[config.mk]
export PLATFORM = sky130hd
export DESIGN_NAME = branchUnit
export DESIGN_NICKNAME = d
export VERILOG_FILES = /design/src/logic/branchPkg.sv /design/src/logic/branchRsEntry.sv /design/src/logic/branchSelect.sv /design/src/logic/branchIssueStage.sv /design/src/logic/branchResolve.sv /design/src/logic/branchUnit.sv
export SDC_FILE = /design/constraint.sdc
export NUM_CORES = 1
export LEC_CHECK = 0
export BUFFER_PORTS_ARGS = -buffer_cell sky130_fd_sc_hd__buf_2
export CORE_UTILIZATION = 45
export DETAILED_ROUTE_END_ITERATION = 10
export PLACE_DENSITY = 0.6
export SYNTH_ARGS = -nofsm -noshare
export SYNTH_HDL_FRONTEND = slang
export SYNTH_SLANG_ARGS = --single-unit
[constraint.sdc]
create_clock -name clk -period 25.4 [get_ports clk]
set_input_delay 0 -clock clk [delete_from_list [all_inputs] [get_ports clk]]
set_output_delay 0 -clock clk [all_outputs]
set_load 0.1 [all_outputs]
[src/logic/branchPkg.sv]
/*
  Branch issue path shared definitions
  Datapath widths, station size and the branch condition encoding
*/
`default_nettype none

package branchPkg;

  // ============================================================
  // Widths and sizes
  // ============================================================
  localparam int XLEN       = 32;
  localparam int ROB_BITS   = 3;
  localparam int RS_ENTRIES = 2;

  // ============================================================
  // Branch kinds
  // ============================================================
  // JAL and JALR are unconditional, the rest compare src1 with src2
  typedef enum logic [2:0] {
    BR_EQ   = 3'd0,
    BR_NE   = 3'd1,
    BR_LT   = 3'd2,
    BR_GE   = 3'd3,
    BR_LTU  = 3'd4,
    BR_GEU  = 3'd5,
    BR_JAL  = 3'd6,
    BR_JALR = 3'd7
  } brCond_t;

endpackage

`default_nettype wire

[src/logic/branchRsEntry.sv]
/*
  Branch reservation station entry
  Holds one branch, wakes its operands from the result bus, requests select
*/
`timescale 1ns/1ns
`default_nettype none

module branchRsEntry (
  input  logic                          clk,
  input  logic                          reset,
  input  logic                          flush,
  input  logic                          write,
  input  branchPkg::brCond_t            cond,
  input  logic [branchPkg::ROB_BITS-1:0] rob,
  input  logic [branchPkg::ROB_BITS-1:0] tag1,
  input  logic [branchPkg::ROB_BITS-1:0] tag2,
  input  logic [branchPkg::XLEN-1:0]     seqPc,
  input  logic [branchPkg::XLEN-1:0]     predPc,
  input  logic [branchPkg::XLEN-1:0]     target,
  input  logic [branchPkg::XLEN-1:0]     value1,
  input  logic [branchPkg::XLEN-1:0]     value2,
  input  logic                          ready1,
  input  logic                          ready2,
  input  logic                          cdbValid,
  input  logic [branchPkg::ROB_BITS-1:0] cdbRob,
  input  logic [branchPkg::XLEN-1:0]     cdbValue,
  input  logic                          releaseReq,
  output logic                          busy,
  output logic                          selectReq,
  output branchPkg::brCond_t            entryCond,
  output logic [branchPkg::ROB_BITS-1:0] entryRob,
  output logic [branchPkg::XLEN-1:0]     entrySrc1,
  output logic [branchPkg::XLEN-1:0]     entrySrc2,
  output logic [branchPkg::XLEN-1:0]     entrySeqPc,
  output logic [branchPkg::XLEN-1:0]     entryPredPc,
  output logic [branchPkg::XLEN-1:0]     entryTarget
);
  import branchPkg::*;

  logic                src1Ready;
  logic                src2Ready;
  logic [ROB_BITS-1:0] tag1Q;
  logic [ROB_BITS-1:0] tag2Q;
  logic                hit1New;
  logic                hit2New;
  logic                hit1;
  logic                hit2;

  // Bypass for a broadcast landing in the dispatch cycle
  assign hit1New = cdbValid && (cdbRob == tag1);
  assign hit2New = cdbValid && (cdbRob == tag2);

  // Wakeup of operands already held
  assign hit1 = busy && !src1Ready && cdbValid && (cdbRob == tag1Q);
  assign hit2 = busy && !src2Ready && cdbValid && (cdbRob == tag2Q);

  always_ff @(posedge clk) begin
    if (reset || flush) begin
      busy      <= 1'b0;
      src1Ready <= 1'b0;
      src2Ready <= 1'b0;
    end else if (write) begin
      busy      <= 1'b1;
      src1Ready <= ready1 || hit1New;
      src2Ready <= ready2 || hit2New;
    end else begin
      if (releaseReq) busy <= 1'b0;
      if (hit1) src1Ready <= 1'b1;
      if (hit2) src2Ready <= 1'b1;
    end
  end

  always_ff @(posedge clk) begin
    if (write) begin
      entryCond   <= cond;
      entryRob    <= rob;
      entrySeqPc  <= seqPc;
      entryPredPc <= predPc;
      entryTarget <= target;
      tag1Q       <= tag1;
      tag2Q       <= tag2;
      entrySrc1   <= ready1 ? value1 : cdbValue;
      entrySrc2   <= ready2 ? value2 : cdbValue;
    end else begin
      if (hit1) entrySrc1 <= cdbValue;
      if (hit2) entrySrc2 <= cdbValue;
    end
  end

  assign selectReq = busy && src1Ready && src2Ready;

  // Allocation in the select logic must only target a free entry
  assert property (@(posedge clk) disable iff (reset) write |-> !busy)
    else $error("write into a busy station entry");

endmodule

`default_nettype wire

[src/logic/branchSelect.sv]
/*
  Branch station control
  Allocates free entries, tracks age and grants the oldest ready entry
*/
`timescale 1ns/1ns
`default_nettype none

module branchSelect (
  input  logic                            clk,
  input  logic                            reset,
  input  logic                            flush,
  input  logic                            dispatchValid,
  input  logic                            execute,
  input  logic [branchPkg::RS_ENTRIES-1:0] busy,
  input  logic [branchPkg::RS_ENTRIES-1:0] selectReq,
  output logic [branchPkg::RS_ENTRIES-1:0] writeSel,
  output logic [branchPkg::RS_ENTRIES-1:0] grant,
  output logic [branchPkg::RS_ENTRIES-1:0] releaseReq,
  output logic                            issueGo,
  output logic                            full
);
  import branchPkg::*;

  logic olderIdx;
  logic allocDone;

  // Lowest free entry takes the dispatch
  always_comb begin
    writeSel  = '0;
    allocDone = 1'b0;
    for (int i = 0; i < RS_ENTRIES; i++) begin
      if (dispatchValid && !busy[i] && !allocDone) begin
        writeSel[i] = 1'b1;
        allocDone   = 1'b1;
      end
    end
  end

  // Age bit, points at the entry written first
  always_ff @(posedge clk) begin
    if (reset || flush) begin
      olderIdx <= 1'b0;
    end else if (writeSel[0]) begin
      olderIdx <= (busy[1] && !releaseReq[1]) ? 1'b1 : 1'b0;
    end else if (writeSel[1]) begin
      olderIdx <= (busy[0] && !releaseReq[0]) ? 1'b0 : 1'b1;
    end
  end

  // oldest requester wins
  always_comb begin
    grant = '0;
    if (selectReq[olderIdx]) grant[olderIdx] = 1'b1;
    else if (selectReq[~olderIdx]) grant[~olderIdx] = 1'b1;
  end

  assign releaseReq = grant & {RS_ENTRIES{execute}};
  assign issueGo    = execute && (|grant);
  assign full       = &busy;

  assert property (@(posedge clk) disable iff (reset) dispatchValid |-> !full)
    else $error("dispatch while station full");

  assert property (@(posedge clk) disable iff (reset) $onehot0(grant))
    else $error("grant is not one-hot");

endmodule

`default_nettype wire

[src/logic/branchIssueStage.sv]
/*
  Branch issue register stage
  Selects the granted entry and holds it for the resolve stage
*/
`timescale 1ns/1ns
`default_nettype none

module branchIssueStage (
  input  logic                                                   clk,
  input  logic                                                   reset,
  input  logic                                                   flush,
  input  logic                                                   issueGo,
  input  logic                                                   execute,
  input  logic [branchPkg::RS_ENTRIES-1:0]                       grant,
  input  branchPkg::brCond_t [branchPkg::RS_ENTRIES-1:0]         entryCond,
  input  logic [branchPkg::RS_ENTRIES-1:0][branchPkg::ROB_BITS-1:0] entryRob,
  input  logic [branchPkg::RS_ENTRIES-1:0][branchPkg::XLEN-1:0]  entrySrc1,
  input  logic [branchPkg::RS_ENTRIES-1:0][branchPkg::XLEN-1:0]  entrySrc2,
  input  logic [branchPkg::RS_ENTRIES-1:0][branchPkg::XLEN-1:0]  entrySeqPc,
  input  logic [branchPkg::RS_ENTRIES-1:0][branchPkg::XLEN-1:0]  entryPredPc,
  input  logic [branchPkg::RS_ENTRIES-1:0][branchPkg::XLEN-1:0]  entryTarget,
  output logic                                                   issueValid,
  output branchPkg::brCond_t                                     issueCond,
  output logic [branchPkg::ROB_BITS-1:0]                         issueRob,
  output logic [branchPkg::XLEN-1:0]                             src1,
  output logic [branchPkg::XLEN-1:0]                             src2,
  output logic [branchPkg::XLEN-1:0]                             seqPc,
  output logic [branchPkg::XLEN-1:0]                             predPc,
  output logic [branchPkg::XLEN-1:0]                             target
);
  import branchPkg::*;

  logic [$clog2(RS_ENTRIES)-1:0] selIdx;

  // One-hot grant to entry index
  always_comb begin
    selIdx = '0;
    for (int i = 0; i < RS_ENTRIES; i++) begin
      if (grant[i]) selIdx = i[$clog2(RS_ENTRIES)-1:0];
    end
  end

  always_ff @(posedge clk) begin
    if (reset || flush) issueValid <= 1'b0;
    else if (execute) issueValid <= issueGo;
  end

  always_ff @(posedge clk) begin
    if (issueGo) begin
      issueCond <= entryCond[selIdx];
      issueRob  <= entryRob[selIdx];
      src1      <= entrySrc1[selIdx];
      src2      <= entrySrc2[selIdx];
      seqPc     <= entrySeqPc[selIdx];
      predPc    <= entryPredPc[selIdx];
      target    <= entryTarget[selIdx];
    end
  end

endmodule

`default_nettype wire

[src/logic/branchResolve.sv]
/*
  Branch resolve stage
  Evaluates the condition and registers next PC, link value and mispredict
*/
`timescale 1ns/1ns
`default_nettype none

module branchResolve (
  input  logic                          clk,
  input  logic                          reset,
  input  logic                          flush,
  input  logic                          execute,
  input  logic                          issueValid,
  input  branchPkg::brCond_t            issueCond,
  input  logic [branchPkg::ROB_BITS-1:0] issueRob,
  input  logic [branchPkg::XLEN-1:0]     src1,
  input  logic [branchPkg::XLEN-1:0]     src2,
  input  logic [branchPkg::XLEN-1:0]     seqPc,
  input  logic [branchPkg::XLEN-1:0]     predPc,
  input  logic [branchPkg::XLEN-1:0]     target,
  output logic                          resolveValid,
  output logic                          taken,
  output logic                          mispredict,
  output logic [branchPkg::ROB_BITS-1:0] resolveRob,
  output logic [branchPkg::XLEN-1:0]     nextPc,
  output logic [branchPkg::XLEN-1:0]     linkValue
);
  import branchPkg::*;

  logic            condTaken;
  logic            resolveNow;
  logic [XLEN-1:0] jumpTarget;
  logic [XLEN-1:0] actualPc;

  always_comb begin
    case (issueCond)
      BR_EQ:   condTaken = (src1 == src2);
      BR_NE:   condTaken = (src1 != src2);
      BR_LT:   condTaken = ($signed(src1) < $signed(src2));
      BR_GE:   condTaken = ($signed(src1) >= $signed(src2));
      BR_LTU:  condTaken = (src1 < src2);
      BR_GEU:  condTaken = (src1 >= src2);
      default: condTaken = 1'b1;
    endcase
  end

  // Register-relative jump drops bit zero of the sum
  assign jumpTarget = (issueCond == BR_JALR) ? ((src1 + target) & ~XLEN'(1)) : target;
  assign actualPc   = condTaken ? jumpTarget : seqPc;
  assign resolveNow = issueValid && execute;

  always_ff @(posedge clk) begin
    if (reset || flush) begin
      resolveValid <= 1'b0;
      mispredict   <= 1'b0;
    end else begin
      resolveValid <= resolveNow;
      mispredict   <= resolveNow && (actualPc != predPc);
    end
  end

  always_ff @(posedge clk) begin
    resolveRob <= issueRob;
    taken      <= condTaken;
    nextPc     <= actualPc;
    linkValue  <= seqPc;
  end

  assert property (@(posedge clk) disable iff (reset) mispredict |-> resolveValid)
    else $error("mispredict without a resolved branch");

endmodule

`default_nettype wire

[src/logic/branchUnit.sv]
/*
  Branch issue unit top level
  Two-entry station, oldest-first select, issue register and resolve stage
*/
`timescale 1ns/1ns
`default_nettype none

module branchUnit (
  input  logic                          clk,
  input  logic                          reset,
  input  logic                          flush,
  input  logic                          execute,
  input  logic                          dispatchValid,
  input  branchPkg::brCond_t            cond,
  input  logic [branchPkg::ROB_BITS-1:0] rob,
  input  logic [branchPkg::XLEN-1:0]     seqPc,
  input  logic [branchPkg::XLEN-1:0]     predPc,
  input  logic [branchPkg::XLEN-1:0]     target,
  input  logic [branchPkg::XLEN-1:0]     value1,
  input  logic                          ready1,
  input  logic [branchPkg::ROB_BITS-1:0] tag1,
  input  logic [branchPkg::XLEN-1:0]     value2,
  input  logic                          ready2,
  input  logic [branchPkg::ROB_BITS-1:0] tag2,
  input  logic                          cdbValid,
  input  logic [branchPkg::ROB_BITS-1:0] cdbRob,
  input  logic [branchPkg::XLEN-1:0]     cdbValue,
  output logic                          full,
  output logic                          resolveValid,
  output logic [branchPkg::ROB_BITS-1:0] resolveRob,
  output logic [branchPkg::XLEN-1:0]     nextPc,
  output logic [branchPkg::XLEN-1:0]     linkValue,
  output logic                          taken,
  output logic                          mispredict
);
  import branchPkg::*;

  logic [RS_ENTRIES-1:0]               busy;
  logic [RS_ENTRIES-1:0]               selectReq;
  logic [RS_ENTRIES-1:0]               writeSel;
  logic [RS_ENTRIES-1:0]               grant;
  logic [RS_ENTRIES-1:0]               releaseReq;
  logic                                issueGo;
  brCond_t [RS_ENTRIES-1:0]            entryCond;
  logic [RS_ENTRIES-1:0][ROB_BITS-1:0] entryRob;
  logic [RS_ENTRIES-1:0][XLEN-1:0]     entrySrc1;
  logic [RS_ENTRIES-1:0][XLEN-1:0]     entrySrc2;
  logic [RS_ENTRIES-1:0][XLEN-1:0]     entrySeqPc;
  logic [RS_ENTRIES-1:0][XLEN-1:0]     entryPredPc;
  logic [RS_ENTRIES-1:0][XLEN-1:0]     entryTarget;

  logic                issueValid;
  brCond_t             issueCond;
  logic [ROB_BITS-1:0] issueRob;
  logic [XLEN-1:0]     issueSrc1;
  logic [XLEN-1:0]     issueSrc2;
  logic [XLEN-1:0]     issueSeqPc;
  logic [XLEN-1:0]     issuePredPc;
  logic [XLEN-1:0]     issueTarget;

  // ============================================================
  // Station entries
  // ============================================================
  for (genvar i = 0; i < RS_ENTRIES; i++) begin : genEntry
    branchRsEntry i_entry (
      .clk, .reset, .flush,
      .write(writeSel[i]),
      .cond, .rob, .tag1, .tag2, .seqPc, .predPc, .target,
      .value1, .value2, .ready1, .ready2,
      .cdbValid, .cdbRob, .cdbValue,
      .releaseReq(releaseReq[i]),
      .busy(busy[i]),
      .selectReq(selectReq[i]),
      .entryCond(entryCond[i]),
      .entryRob(entryRob[i]),
      .entrySrc1(entrySrc1[i]),
      .entrySrc2(entrySrc2[i]),
      .entrySeqPc(entrySeqPc[i]),
      .entryPredPc(entryPredPc[i]),
      .entryTarget(entryTarget[i])
    );
  end

  branchSelect i_select (
    .clk, .reset, .flush, .dispatchValid, .execute,
    .busy, .selectReq, .writeSel, .grant, .releaseReq, .issueGo, .full
  );

  // ============================================================
  // Issue and resolve pipeline
  // ============================================================
  branchIssueStage i_issue (
    .clk, .reset, .flush, .issueGo, .execute, .grant,
    .entryCond, .entryRob, .entrySrc1, .entrySrc2,
    .entrySeqPc, .entryPredPc, .entryTarget,
    .issueValid, .issueCond, .issueRob,
    .src1(issueSrc1), .src2(issueSrc2), .seqPc(issueSeqPc),
    .predPc(issuePredPc), .target(issueTarget)
  );

  branchResolve i_resolve (
    .clk, .reset, .flush, .execute, .issueValid, .issueCond, .issueRob,
    .src1(issueSrc1), .src2(issueSrc2), .seqPc(issueSeqPc),
    .predPc(issuePredPc), .target(issueTarget),
    .resolveValid, .taken, .mispredict, .resolveRob, .nextPc, .linkValue
  );

endmodule

`default_nettype wire

After elaboration in Yosys (flattened, before gate mapping):

Cells that the tools add are included.

* flip-flop bits (word level): 588
* input port bits: 215
* output and inout bits: 71
* word-level logic and storage cells: 172

* add/subtract/negate cells: 1
* magnitude comparators: 9
* equal/unequal tests: 15
* multiplexer cells: 56
* bitwise gates (word level): 2
* reduce and logical (&&, ||, !) cells: 50

Operator list (count)
* $mux 32: 22
* $ge 32x32->1: 2
* $lt 32x32->1: 2
* $ne 32x32->1: 2
* $add 32x32->32: 1
* $eq 32x32->1: 1
* $logic_and 1x1->1: 28
* $mux 1: 25
* $eq 3x3->1: 6
* $reduce_bool 2->1: 7
* $mux 3: 4
* $eq 3x3->1 const B: 3
* $logic_not 1->1: 9
* $eq 3x2->1 const B: 2
* $lt 1x2->1 const B: 3
* $pmux 1 s6: 1
* $mux 2: 2
* $eq 3x1->1 const B: 1
* $logic_not 3->1: 1
* $logic_or 1x1->1: 3
* $and 2x2->2: 1
* $demux 1 s1: 2
* $ge 1x1->1 const B: 2
* $reduce_and 2->1: 1
* 2 further kinds: 2

Depth between registers and ports, before layout:

* depth after elaboration: 13
* gate-level depth with buffers: 15
* gate-level depth less buffers: 14

By module:

From an unflattened synthesis, not the netlist that was laid out.

* cells, all modules: 1668
* area, all modules: 25491.9 um^2

Modules (own cells, without submodules)
* branchRsEntry: instances 2, cells each 280, area an instance 6216.0 um^2, sequential area each 5225.0 um^2
* branchIssueStage: instances 1, cells each 353, area an instance 7071.8 um^2, sequential area each 5004.8 um^2
* branchResolve: instances 1, cells each 736, area an instance 5851.9 um^2, sequential area each 1401.3 um^2
* branchSelect: instances 1, cells each 19, area an instance 136.4 um^2, sequential area each 20.0 um^2

Least setup slack after synthesis:

OpenSTA, ideal clock, no wires.

* kind: register to register
* start point: reg genEntry[0].i_entry.busy
* end point: reg i_issue.issueCond[0], enable pin
* setup time: 0.746 ns
* arrival time: 8.549 ns
* required time: 24.654 ns
* slack: 16.104 ns
* stages on the path, launching flop included: 4
* path buffers: 1
* clock period less this slack: 9.296 ns
* cell sequence: dfxtp_1 -> clkbuf_1 -> nand3_1 -> a21oi_1

* word-level cells in the longest chain between the ends: 8
* elaborated cells on any way between the ends: 10
* those cells by class: 6 x mux; 4 x reduce/logical

RTL lines
* start: declaration: RTL line branchRsEntry.sv:28 `output logic busy,`
* start signal: assignment: RTL line branchRsEntry.sv:59 `busy <= 1'b0;`
* start signal: assignment: RTL line branchRsEntry.sv:63 `busy <= 1'b1;`
* start signal: assignment: RTL line branchRsEntry.sv:67 `if (releaseReq) busy <= 1'b0;`
* $logic_and 1x1->1 * (2 in a row): RTL line branchRsEntry.sv:90 `assign selectReq = busy && src1Ready && src2Ready;`
* $mux 1 (implied by the code) (2 in a row): RTL line branchSelect.sv:54 `else if (selectReq[~olderIdx]) grant[~olderIdx] = 1'b1;`
* $mux 2: RTL line branchSelect.sv:54
* $mux 2 *: RTL line branchSelect.sv:53 `if (selectReq[olderIdx]) grant[olderIdx] = 1'b1;`
* $reduce_or 2->1 *: RTL line branchSelect.sv:58 `assign issueGo = execute && (|grant);`
* $logic_and 1x1->1 *: RTL line branchSelect.sv:58
* net i_issue.issueGo: RTL line branchIssueStage.sv:12 `input logic issueGo,`
* end signal: assignment: RTL line branchIssueStage.sv:50 `issueCond <= entryCond[selIdx];`
* end: declaration: RTL line branchIssueStage.sv:23 `output branchPkg::brCond_t issueCond,`

The timed path passes the listed nets; every way through them passes the cells marked *. The select of a mux whose other input is x is not followed.
A chain may end at the register's enable or synchronous reset.

Worst setup path in the final report:

* start point: reg i_issue.src1[11] (netlist name)
* end point: reg i_resolve.mispredict

* word-level cells in the longest chain between the ends: 5
* elaborated cells on any way between the ends: 12
* those cells by class: 1 x add/sub; 4 x order compare; 3 x eq/ne; 3 x mux; 1 x reduce/logical

RTL lines
* start: declaration: RTL line branchIssueStage.sv:25 `output logic [branchPkg::XLEN-1:0] src1,`
* start signal: assignment: RTL line branchIssueStage.sv:52 `src1 <= entrySrc1[selIdx];`
* $ge 32x32->1, or another cell as far along: RTL line branchResolve.sv:42 `BR_GEU: condTaken = (src1 >= src2);`
* $pmux 1 s6 or $mux 32 (tied branches): RTL line branchResolve.sv:36, branchResolve.sv:48
* $mux 32 *: RTL line branchResolve.sv:49 `assign actualPc = condTaken ? jumpTarget : seqPc;`
* $ne 32x32->1 *: RTL line branchResolve.sv:58 `mispredict <= resolveNow && (actualPc != predPc);`
* $logic_and 1x1->1 *: RTL line branchResolve.sv:58
* end signal: assignment: RTL line branchResolve.sv:58
* end: declaration: RTL line branchResolve.sv:23 `output logic mispredict,`

Mark *: on every way between the ends. The rest lies on a longest branch, timed or not.

==> results.json <==
{
  "areaGrowthSynthToFinish_pct": 27.0,
  "mappedNetlistNets": 1954,
  "synth.yosys.seq_area_share_pct": 66.8,
  "cts.reportedPaths.clkPinSlew_ps": 60,
  "final_cell_mix": "sky130_fd_sc_hd__edfxtp_1 (510), sky130_fd_sc_hd__mux2_2 (299), sky130_fd_sc_hd__buf_2 (285)",
  "dominantRegCellSynth": "sky130_fd_sc_hd__edfxtp_1",
  "timing_worst_slew_pin_value_ps": 1090,
  "final.min_clock_period_ps": 4440,
  "clock_sink_count": 588,
  "power.density_mw_per_mm2": 65.0,
  "place_ws_ps": 21010,
  "fp.coreArea_mm2": 0.0553,
  "portion_of_the_clock_cycle_consumed_by_the_worst_path_in_the_final_layout_pct": 17.5,
  "end_kind": "register",
  "worst_ep_required_time_ps": 25900,
  "slew_viol_final": 0,
  "num_io_pins": 286,
  "crit_path_max_incr_delay_ps": 560,
  "numCtsBuffers": 60,
  "finalHoldViolations": 0,
  "htree_levels": 2,
  "final-setup-viol-count": 0,
  "postCtsSetupBuffers": 0,
  "global_placement_routability_congestion": 0.886,
  "fin_ws_ps": 20960,
  "drt_first_iter_violations": 926,
  "tritoncts": "yes",
  "placedCellCount": 2660,
  "initial_core_utilization_pct": 45.7,
  "place.detailed.hpwl_um": 42200,
  "mean_area_per_synthesized_cell_um2": 15.1,
  "ys_async_sr_fraction_pct": 0,
  "number_of_global_route_vias_before_repair": 16000,
  "path_class": "register to register",
  "ratio_of_routed_vias_to_standard_cells": 5.29,
  "drive_above_1_share_pct": 31.1,
  "worstPathCellList": "ha_1 > nand4_1 > nor4_2 > a2111oi_0 > nand3_1 > a2111oi_1 > or4b_4 > clkinv_4 > mux2i_1 > o221a_1 > o2111ai_1 > or4_1 > o31a_1",
  "post-route-cell-area_mm2": 0.0321,
  "antenna_violating_nets_left": 0,
  "status": "completed",
  "finalNetCount": 2507,
  "die_x_um": 239,
  "worstPathMaxFanout": 48,
  "synth_edf_count": 510,
  "clk_path_buf_depth": 3,
  "placement.cell_area_mm2": 0.0275,
  "yosysWarnings": 0,
  "cap_violations": 0,
  "layout.cells.non_filler": 3027,
  "design.die.area_mm2": 0.0571,
  "max-vdd-ir-drop_uv": 52.8,
  "pin_count_of_the_biggest_net_entering_global_routing": 72,
  "fmax_ghz": 0.225,
  "clock-skew-final_ps": 18.6,
  "post_drt_wl_per_cell_um": 20.8,
  "grt_usage_pct": 22.0,
  "drc_viols": 0,
  "crit_path_top_delay_cell": "sky130_fd_sc_hd__or4b_4",
  "maxSlewHeadroom_pct": 27.2,
  "grt_antenna_before_repair": 2,
  "synthesis.area_mm2": 0.0253,
  "wire_length_of_the_first_global_routing_pass_um": 94000,
  "root_buffer": "sky130_fd_sc_hd__clkbuf_16",
  "final.setup.tns_ps": 0,
  "totalWireLength_um": 63100,
  "route.vias.total": 16000,
  "num_rows": 86,
  "count_of_state_elements_after_synthesis": 588,
  "netlist_instances": 1676,
  "portBuffers": 285,
  "globalRoute.totalOverflow": 0,
  "power.leakage_nw": 12.1,
  "worst_hold_path_type": "input port to register",
  "worstSkewPairLatency_ps": 620,
  "fp.dieH_um": 239,
  "synth_cell_type_count": 74,
  "final_common_cell": "sky130_fd_sc_hd__edfxtp_1",
  "setup_repair_after_global_routing_missed_its_margin": "no",
  "critPathArrivalTime_ps": 4940,
  "critical_path.startpoint_type": "register",
  "drt-pass1-iter-count": 6
}
state kept, by name, summed over array words and instances (netlist names), 32 cells and up:
signal                        flops
i_issue.predPc                   32
i_resolve.linkValue              32
genEntry.i_entry.entryPredPc     64
i_resolve.nextPc                 32
genEntry.i_entry.entrySrc2       64
genEntry.i_entry.entryTarget     64
i_issue.src2                     32
i_issue.src1                     32
i_issue.target                   32
genEntry.i_entry.entrySrc1       64
genEntry.i_entry.entrySeqPc      64
i_issue.seqPc                    32
power breakdown:
| part | switching (mW) | leakage, nW | total, mW | internal, mW |
|---|---|---|---|---|
| Clock | 0.365 | 0.957 | 0.879 | 0.514 |
| Sequential | 0.00562 | 5.38 | 1.09 | 1.08 |
| Combinational | 0.0517 | 5.73 | 0.118 | 0.0661 |
| Total | 0.422 | 12.1 | 2.08 | 1.66 |
synthesized netlist by cell type (all sizes together), types with 4 or more instances:
library cell / number / area [µm²]
o211ai: 14 / 105
and2: 6 / 37.5
mux2: 299 / 3370
dfxtp: 78 / 1560
nor4: 7 / 65.1
xor2: 44 / 385
ha: 62 / 776
a21o: 14 / 105
a211oi: 10 / 75.1
o41ai: 4 / 35.0
nor2b: 4 / 25.0
o22ai: 5 / 31.3
a31oi: 10 / 62.6
o31ai: 4 / 30.0
xnor2: 36 / 315
o21ai: 54 / 270
buf: 16 / 67.6
mux2i: 15 / 150
a2111oi: 5 / 46.3
nor2: 50 / 188
inv: 72 / 270
o21a: 5 / 37.5
a221oi: 7 / 61.3
nand2: 94 / 353
edfxtp: 510 / 15300
nand4: 19 / 134
clkbuf: 46 / 173
nand2b: 8 / 50.1
or3: 6 / 37.5
nand3: 24 / 120
a21oi: 60 / 300
o2111ai: 4 / 35.0
nor3: 17 / 85.1
and3: 12 / 75.1
layer usage:
| layer | vias to the layer above | track usage [%] | wire, µm | part of all wire [%] |
|---|---|---|---|---|
| met5 | - | 0 | 13 | 0.021 |
| met4 | 2 | 8.76 | 2140 | 3.4 |
| met3 | 108 | 3.45 | 3560 | 5.6 |
| met2 | 530 | 35.0 | 29000 | 46 |
| met1 | 7855 | 30.2 | 28300 | 45 |
| li1 | 7507 | - | - | - |
cell type report:
class                      count  area, µm²
clock buffer                  79       1680
inverter                      73        284
clock inverter                32        294
tap                          748        936
multi-input combinational    953       7920
timing repair buffer         553       4080
fill                        4392      23200
sequential                   588      16900
antenna                        1       2.50
stage by stage:
step / power (mW) / util, % / hold slack [ps]
final: 2.08 / 58.0 / 109
after global placement: 1.19 / 49.8 / 189
after detailed placement: 1.19 / 49.8 / 192
after CTS: 2.10 / 58.0 / 71.8
after global routing: 2.14 / 58.0 / 96.0
after floorplan: 1.15 / - / 98.9
logic make-up after synthesis:
group	share of synthesized area (%)
DFF	66.8
buffers and inverters	2.06
muxes	13.9
xor gates and xnor gates	2.77
and+or+nand+nor	5.05
adders and majority gates	3.15
AOI/OAI and AO/OA	6.22
repair_timing:
item,CTS,global route
endpoints found under the setup margin,0,0
endpoints found under the hold margin,382,0
resized for setup,0,0
hold buffers,255,0
critical path, delay by kind of cell, from the launching register on:
family / cells / cell delay (ps)
AND/OR/NAND/NOR: 5 / 1490
AO/OA/AOI/OAI: 5 / 1470
flip-flops: 1 / 420
adder cells (fa/ha/maj): 1 / 330
buffers and inverters: 1 / 320
multiplexers: 1 / 280
path summary, 6_finish.rpt:
| check | from | end | slack, ps | cells past startpoint |
|---|---|---|---|---|
| max | i_issue.src1[11] | i_resolve.mispredict | 20960 | 13 |
| min | target[9] | genEntry[0].i_entry.entryTarget[9] | 110 | 2 |
| max reg2reg | i_issue.src1[11] | i_resolve.mispredict | 20960 | 13 |
| min reg2reg | i_issue.issueRob[1] | i_resolve.resolveRob[1] | 340 | 0 |
(Power assumes the default switching activity.)
